## config.mk

```make
export PLATFORM = sky130hd
export DESIGN_NAME = memWbRegister
export DESIGN_NICKNAME = d
export VERILOG_FILES = /design/src/rtl/memPkg.sv /design/src/rtl/memWbRegister.sv
export SDC_FILE = /design/constraint.sdc
export NUM_CORES = 1
export LEC_CHECK = 0
export ABC_AREA = 1
export BUFFER_PORTS_ARGS = -buffer_cell sky130_fd_sc_hd__buf_4
export CAP_MARGIN = 5
export CORE_ASPECT_RATIO = 0.75
export CORE_MARGIN = 2
export CORE_UTILIZATION = 36
export DETAILED_ROUTE_END_ITERATION = 16
export HOLD_SLACK_MARGIN = 0.05
export PLACE_DENSITY = 0.81
export SYNTH_ARGS = -nofsm -noshare
export SYNTH_HDL_FRONTEND = slang
export SYNTH_SLANG_ARGS = --single-unit
```

## constraint.sdc

```tcl
create_clock -name clk -period 0.8 [get_ports clk]
set_input_delay 0 -clock clk [delete_from_list [all_inputs] [get_ports clk]]
set_output_delay 0 -clock clk [all_outputs]
set_load 0.01 [all_outputs]
```

## src/rtl/memPkg.sv

```systemverilog
package memPkg;

	////////////////////
	// Data path widths
	////////////////////

	// Machine word
	localparam int dataWidth = 32;
	// One byte lane
	localparam int byteWidth = 8;
	// One halfword lane
	localparam int halfWidth = 16;
	// Byte lanes per word
	localparam int byteLanes = dataWidth / byteWidth;

	////////////////////
	// Encodings
	////////////////////

	// Access size and sign of a load or store
	// Stores ignore the sign so the U variants store like the signed ones
	typedef enum logic [2:0] {
		modeWord,
		modeHalf,
		modeHalfU,
		modeByte,
		modeByteU
	} accessMode_t;

	// What a result packet carries to the register file side
	typedef enum logic [1:0] {
		wbNone,
		wbLoad,
		wbDebug,
		wbFault
	} wbKind_t;

	////////////////////
	// Packets
	////////////////////

	// One pipeline request, sampled every cycle
	typedef struct packed {
		logic read;
		logic write;
		accessMode_t mode;
		// Byte address, word index from the upper bits
		logic [31:0] byteAddr;
		logic [dataWidth-1:0] writeData;
		logic [4:0] destReg;
	} memReq_t;

	// One result toward writeback
	typedef struct packed {
		wbKind_t kind;
		logic [4:0] destReg;
		logic [dataWidth-1:0] data;
	} wbPacket_t;

endpackage

```

## src/rtl/memWbRegister.sv

```systemverilog
module memWbRegister (
	input logic clk,
	input logic rstN,
	input memPkg::wbPacket_t result,
	output memPkg::wbPacket_t wb
);
	import memPkg::*;

	////////////////////
	// MEM/WB boundary
	////////////////////

	// Cleared to an empty packet so the register file
	// sees no write coming out of reset
	always_ff @(posedge clk or negedge rstN) begin
		if (!rstN) begin
			wb.kind <= wbNone;
			wb.destReg <= '0;
			wb.data <= '0;
		end else begin
			wb <= result;
		end
	end

	// Faults never carry data across the boundary
	assert property (@(posedge clk) disable iff (!rstN)
		(wb.kind == wbFault) |-> (wb.data == '0))
	else
		$error("memWbRegister: fault packet with data");

endmodule

```

Word level (Yosys, flattened, before mapping)
Index checks and enable logic that the tools add are counted.
{"block": "word_totals", "mem_bits_rw": 0, "word_cells": 3, "mem_bits_ro": 0, "n_memories": 0, "reg_bits": 39, "output_inout_bits": 39, "latch_bits": 0}
{"block": "op_classes", "n_mux": 0, "shifts": 0, "div": 0, "bitwise_logic": 0, "reduce_logical": 0, "add_sub_neg": 0, "eq_ne": 0, "n_mul": 0, "order_cmp": 0}

Logic depth before layout (Yosys ltp)
Gate-level depths: netlist of run 1.
{"block": "depth", "depth_word": 0, "ltp_mapped": 0, "depth_no_buf": 0}

Least setup slack after synthesis of run 1
OpenSTA, ideal clock, no wires.
{"block": "synth_timing", "path_type": "register to output", "from": "reg wb[0] in the netlist's numbering", "to": "out wb[0] in the netlist's numbering", "path_buffers": 0, "stages_incl_launch_ff": 1, "t_arrival_ps": 376, "setup_slack_ps": 424, "cell_sequence": "dfrtp_1"}
{"item": "start: declaration", "line_no": "memWbRegister.sv:5", "rtl": "output memPkg::wbPacket_t wb"}
{"item": "start signal: assignment", "line_no": "memWbRegister.sv:21", "rtl": "wb <= result;"}
No word-level cell between the ends.

Worst setup path after layout of run 1
{"block": "layout_timing", "from": "reg wb[26] in the netlist's numbering", "to": "out wb[26] in the netlist's numbering"}
No word-level cell between the ends.

==> impl_summary.txt, run 1 <==
----------------------------------------------------
[Route]
  Post-detailed-route count of antenna-violating nets ... 0
  Via-per-instance ratio ... 4.14
  First-pass detailed-route iteration total ... 3
  Final routed DRC violation total ... 0
  Wire length per cell ... 16.6 um
  DR vias ... 836
  Total Wirelength ... 3.36 mm
  Number of DRC markers after the initial detailed-route iteration ... 54

[Place]
  Port-buffer cells ... 79
  Final weighted congestion in routability-driven placement ... 0.603
  Cell count after placement ... 154

[Setup path]
  Critical path fanouts, max ... 1
  Critical path launch point type ... flop
  Cell-by-cell trace of the critical path ... buf_6
  Critical path's slowest cell ... sky130_fd_sc_hd__dfrtp_1
  Number of buffers and inverters on the critical path ... 1
  Arrival time worst endpoint ... 0.88 ns
  Crit path capture type ... output port
  Critical path required time ... 0.80 ns
  Category of the critical setup timing path ... reg -> out
  Cell type group with the largest total delay on the critical path ... flip-flops
  Max stage delay on crit path ... 0.42 ns

[Timing]
  Slew Viols, Final ... 0
  Final Hold Fails ... 0
  Worst slew margin relative to its limit ... 0.693
  Clock period minus worst slack ... 0.877 ns
  Period utilization ... 1.10
  Worst-case setup margin in the final layout ... -0.0768 ns
  Slew at the pin closest to its max-slew limit ... 0.460 ns
  Summed negative setup slack over all endpoints ... -1.83 ns
  Maximum frequency from static timing analysis ... 1.14 GHz
  Final setup vio count ... 39
  Final hold slack ... 0.183 ns
  Unrepaired setup endpoints after global routing ... true

[Final layout]
  Registers with the most flip-flops ... wb x39
  Commonest cells after routing, fill and taps aside ... sky130_fd_sc_hd__dlygate4sd3_1, sky130_fd_sc_hd__buf_4, sky130_fd_sc_hd__buf_6, sky130_fd_sc_hd__dfrtp_1, sky130_fd_sc_hd__clkbuf_4
  Final net count ... 206
  Largest register by flop count ... wb
  Ratio of cells with drive above 1 in the final layout ... 0.518
  Antenna diode instance count ... 0
  Synth-to-Final Area Change ... 127%
  Final instance count without filler cells ... 202
  Multi-Input Combinational ... 0
  Area used by multi-input combinational logic ... 0 um^2
  Max reg flops ... 39

[GRT]
  Global-route wire length before repair ... 5.20 mm
  GRT Total Usage ... 0.232
  Maximum number of pins on one net before global-route repair ... 40
  Remaining Overflow, GRT ... 0
  Vias in the first global route ... 895
  Number of antenna violations at the first check in global routing ... 0

[Power]
  Total Power ... 3700 uW
  Power density of the placed cells ... 1670 nW/um^2
  Leakage power ... 0.00108 uW
  Peak supply drop ... 0.00120 V

[Yosys]
  Sequential element share of the synthesized area ... 1.00
  Number of warnings issued by yosys ... 0
  Post-Syn Nets ... 80
  Cell taking the most area after synthesis ... sky130_fd_sc_hd__dfrtp_1
  Cells taking the most area after synthesis ... sky130_fd_sc_hd__dfrtp_1
  Number of instances in the synthesized netlist ... 39
  Cell area after technology mapping ... 976 um^2
  Cell variety after synth ... 1
  Portion of synthesized cell area occupied by the leading cell type ... 1.00
  Synth Area per Inst ... 25.0 um^2
  Post-synthesis register bit count ... 39

[Outcome]
  Result of the run ... finished, violations left
  Violated checks ... setup timing

[Floorplanning]
  Initial cell density of the core ... 0.375
  Row count ... 16
  Die Span X ... 64.1 um
  Total Die Area ... 3150 um^2
  Area of the core ... 2600 um^2
  Number of primary I/O pins ... 80
  Y dimension of the die ... 49.1 um

[Clock tree]
  Deepest level of the CTS H-tree ... 2
  Maximum count of clock buffers along a single path ... 2
  Number of clock buffers inserted by TritonCTS ... 5
  CTS tree ... done
  Number of sinks on the clock net ... 39
  Clock Root Buffer ... sky130_fd_sc_hd__clkbuf_4
  Clock Pin Slew Worst Setup and Hold Paths ... 0.12 ns

[Hold path]
  Class of the worst hold path ... in -> async

[Flow run]
  Max-cap violation count ... 0

----------------------------------------------------
## synthesized netlist by cell type
library cell              instances
sky130_fd_sc_hd__dfrtp_1         39
## cell families after synthesis
logic type | after synthesis | share of synthesized area
flops | 39 | 1.00
## layer usage
layer	GRT usage	vias up	wire, um
li1	-	370	-
met2	0.352	49	1640
met5	0	-	0
met3	0.0901	0	255
met1	0.329	417	1470
met4	0.0319	0	0
## per-stage QoR
step,utilization,instance area [um^2],worst slack [ns]
5_1_grt,0.851,2210,-0.140
4_1_cts,0.851,2210,-0.0697
6_report,0.851,2210,-0.0768
3_3_place_gp,0.620,1610,0.319
2_1_floorplan,-,976,0.424
3_5_place_dp,0.620,1610,0.305
## where the power goes
group          internal (uW)  switching, uW
Combinational            429            202
Sequential              2070           57.8
Clock                    340            598
Total                   2840            858
## path summary, 6_finish.rpt
kind                       slack, ns  depth (start not counted)     end  startpoint
max                            -0.08                          1  wb[26]      wb[26]
min                             0.18                          2  wb[17]        rstN
max in group asynchronous       0.29                          2  wb[16]        rstN
min in group clk                0.31                          2  wb[38]  result[38]
## cell type report
| class | count | area [um^2] |
|---|---|---|
| well taps | 36 | 45.0 |
| repair buffers | 119 | 1140 |
| clock buffers | 6 | 41.3 |
| fillers | 103 | 388 |
| clock inverters | 2 | 12.5 |
| flip-flops and latches | 39 | 976 |
## what timing repair did
| item | CTS | global route |
|---|---|---|
| buffers inserted | 0 | 0 |
| hold buffers | 40 | 0 |
| endpoints found under the hold margin | 78 | 0 |
| setup endpoints to repair | 39 | 39 |
| gates resized for setup | 39 | 0 |
(Power assumes the default switching activity.)
==> run 2, diff against run 1 <==
- CORE_ASPECT_RATIO: 0.75 -> 0.9
- SKIP_LAST_GASP: unset -> 1
==> run 2 against run 1 <==
Net effect: the flow finishes with violations (DRC, setup timing); first-iteration DRC count decreased by 85%; sequential share of layout area increased by 0.23 points; maximum frequency decreased by 0.23%; critical path type unchanged; largest cell class unchanged; critical endpoint is now wb[16]; clock power increased by 1%; worst hold slack got worse by 0.034 ns; power decreased by 0.18%; sequential cell count unchanged.
==> impl_summary.txt, run 2 (synthesized netlist as in run 1, its figures left out) <==
----------------------------------------------------
[Place]
  Cell count after placement ... 146 (-5.2%)
  Final weighted congestion in routability-driven placement ... 0.627 (+3.8%)
  Area of placed instances ... 1600 um^2 (-0.62%)
  Port-buffer cells ... 79 (unchanged)

[Floorplanning]
  Row count ... 17 (+1)
  Y dimension of the die ... 53.4 um (+8.8%)
  Initial cell density of the core ... 0.389 (+0.0138)
  Number of primary I/O pins ... 80 (unchanged)
  Total Die Area ... 3140 um^2 (-0.11%)
  Die Span X ... 58.9 um (-8.2%)
  Area of the core ... 2510 um^2 (-3.6%)

[Clock tree]
  CTS tree ... done
  Clock Pin Slew Worst Setup and Hold Paths ... 0.12 ns (about the same)
  Deepest level of the CTS H-tree ... 2 (unchanged)
  Number of sinks on the clock net ... 39 (unchanged)
  Number of clock buffers inserted by TritonCTS ... 5 (unchanged)
  Maximum count of clock buffers along a single path ... 2 (unchanged)
  Setup bufs post-CTS ... 0 (unchanged)
  Clock Root Buffer ... sky130_fd_sc_hd__clkbuf_4

[Power]
  Proportion of power drawn by combinational gates ... 0.169 (-0.002)
  Net Switching ... 864 uW (+0.71%)
  Peak supply drop ... 0.00155 V (+30%)
  Design internal power ... 2830 uW (-0.45%)
  Power density of the placed cells ... 1680 nW/um^2 (+0.33%)
  Part of the power in the clock network ... 0.257 (+0.003)
  Leakage power ... 0.00108 uW (+0.60%)
  Proportion of power drawn by flip-flops and latches ... 0.574 (-0.002)
  Net Sw Frac ... 0.234 (+0.00207)

[Route]
  Number of DRC markers after the initial detailed-route iteration ... 8 (-85%)
  Final routed DRC violation total ... 5 (+5)
  Via-per-instance ratio ... 4.28 (+3.5%)
  Wire length per cell ... 15.6 um (-6.4%)
  First-pass detailed-route iteration total ... 9 (+6)
  Total Wirelength ... 3.02 mm (-10%)
  DR vias ... 831 (-0.60%)
  Post-detailed-route count of antenna-violating nets ... 0 (unchanged)

[GRT]
  Global-route wire length before repair ... 4.54 mm (-13%)
  Number of antenna violations at the first check in global routing ... 0 (unchanged)
  GRT Total Usage ... 0.219 (-0.0130)
  Maximum number of pins on one net before global-route repair ... 40 (unchanged)
  Remaining Overflow, GRT ... 0 (unchanged)
  Vias in the first global route ... 987 (+10%)

[Setup path]
  Critical path fanouts, max ... 1 (unchanged)
  Max stage delay on crit path ... 0.40 ns (-0.02 ns)
  Critical path's slowest cell ... sky130_fd_sc_hd__dfrtp_1
  Critical path launch point type ... flop
  Number of buffers and inverters on the critical path ... 1 (unchanged)
  Category of the critical setup timing path ... reg -> out
  Cell-by-cell trace of the critical path ... buf_6
  Crit path capture type ... output port
  Critical path required time ... 0.80 ns (about the same)
  Cell type group with the largest total delay on the critical path ... flip-flops
  Arrival time worst endpoint ... 0.88 ns (about the same)

[Final layout]
  Multi-Input Combinational ... 0 (unchanged)
  Max reg flops ... 39 (unchanged)
  Final instance count without filler cells ... 194 (-4.0%)
  Largest register by flop count ... wb
  Final core occ ... 0.878 (+0.0269)
  Final Cell Area ... 2200 um^2 (-0.51%)
  Antenna diode instance count ... 0 (unchanged)
  Commonest cells after routing, fill and taps aside ... sky130_fd_sc_hd__dlygate4sd3_1, sky130_fd_sc_hd__buf_4, sky130_fd_sc_hd__buf_6, sky130_fd_sc_hd__dfrtp_1, sky130_fd_sc_hd__clkbuf_4
  Registers with the most flip-flops ... wb x39
  Ratio of cells with drive above 1 in the final layout ... 0.524 (+0.00602)
  Final net count ... 206 (unchanged)
  Synth-to-Final Area Change ... 126%
  Area used by multi-input combinational logic ... 0 um^2 (unchanged)

[Timing]
  Period utilization ... 1.10 (+0.00254)
  Slew Viols, Final ... 0 (unchanged)
  Final setup vio count ... 39 (unchanged)
  Maximum frequency from static timing analysis ... 1.14 GHz (-0.23%)
  Unrepaired setup endpoints after global routing ... true
  Worst-case setup margin in the final layout ... -0.0788 ns (-0.00203 ns)
  Clock period minus worst slack ... 0.879 ns (+0.00203 ns)
  Final Hold Fails ... 0 (unchanged)
  Worst slew margin relative to its limit ... 0.689 (-0.00471)
  Slew at the pin closest to its max-slew limit ... 0.467 ns (+0.00707 ns)

[Flow run]
  Max-cap violation count ... 0 (unchanged)

[Hold path]
  Class of the worst hold path ... in -> async

[Outcome]
  Result of the run ... finished, violations left
  Violated checks ... DRC, setup timing

----------------------------------------------------
==> run 2: cell types whose count changed in the layout (fill, tap and decap cells not counted), sizes merged <==
cell and change:
clkinv +2, clkbuf -1, clkinvlp -1
==> run 2: power by group through the flow <==
stage          clock network (uW)  logic (uW)  registers [uW]
2_1_floorplan                   0           0            2190
3_3_place_gp                    0         388            2130
3_5_place_dp                    0         400            2140
4_1_cts                       960         617            2120
5_1_grt                      1070         666            2130
6_report                      948         625            2120
==> run 2: repair_timing <==
| action | in CTS | in global routing |
|---|---|---|
| endpoints found under the setup margin | 39 | 39 |
| resized for setup | 39 | 0 |
| hold endpoints to repair | 78 | 0 |
| hold buffers | 40 | 0 |
==> run 2: worst paths after layout <==
kind / startpoint / endpoint / cells past startpoint
max: wb[16] / wb[16] / 1
min: rstN / wb[3] / 2
max in group asynchronous: rstN / wb[14] / 2
min in group clk: result[16] / wb[16] / 2
==> run 2: final cells by class <==
| type | count | area [um^2] |
|---|---|---|
| timing repair buffer | 119 | 1140 |
| clock buffer | 5 | 37.5 |
| sequential | 39 | 976 |
| clock inverter | 3 | 15.0 |
| fill | 111 | 307 |
| tap | 28 | 35.0 |
==> run 2: metrics by stage <==
stage / worst slack (ns) / power (uW) / hold WS (ns) / setup TNS [ns]
final: -0.0788 / 3690 / 0.149 / -1.92
after global routing: -0.116 / 3860 / 0.169 / -3.77
after floorplan: 0.424 / 2190 / -0.296 / 0
after CTS: -0.0695 / 3690 / 0.168 / -2.01
after global placement: 0.319 / 2520 / -0.0272 / 0
after detailed placement: 0.305 / 2540 / -0.00642 / 0
==> run 2: per-layer routing <==
metal	GRT usage	wire length, um
met5	0	0
met4	0.110	41
met3	0.0905	256
met2	0.409	1760
met1	0.201	957
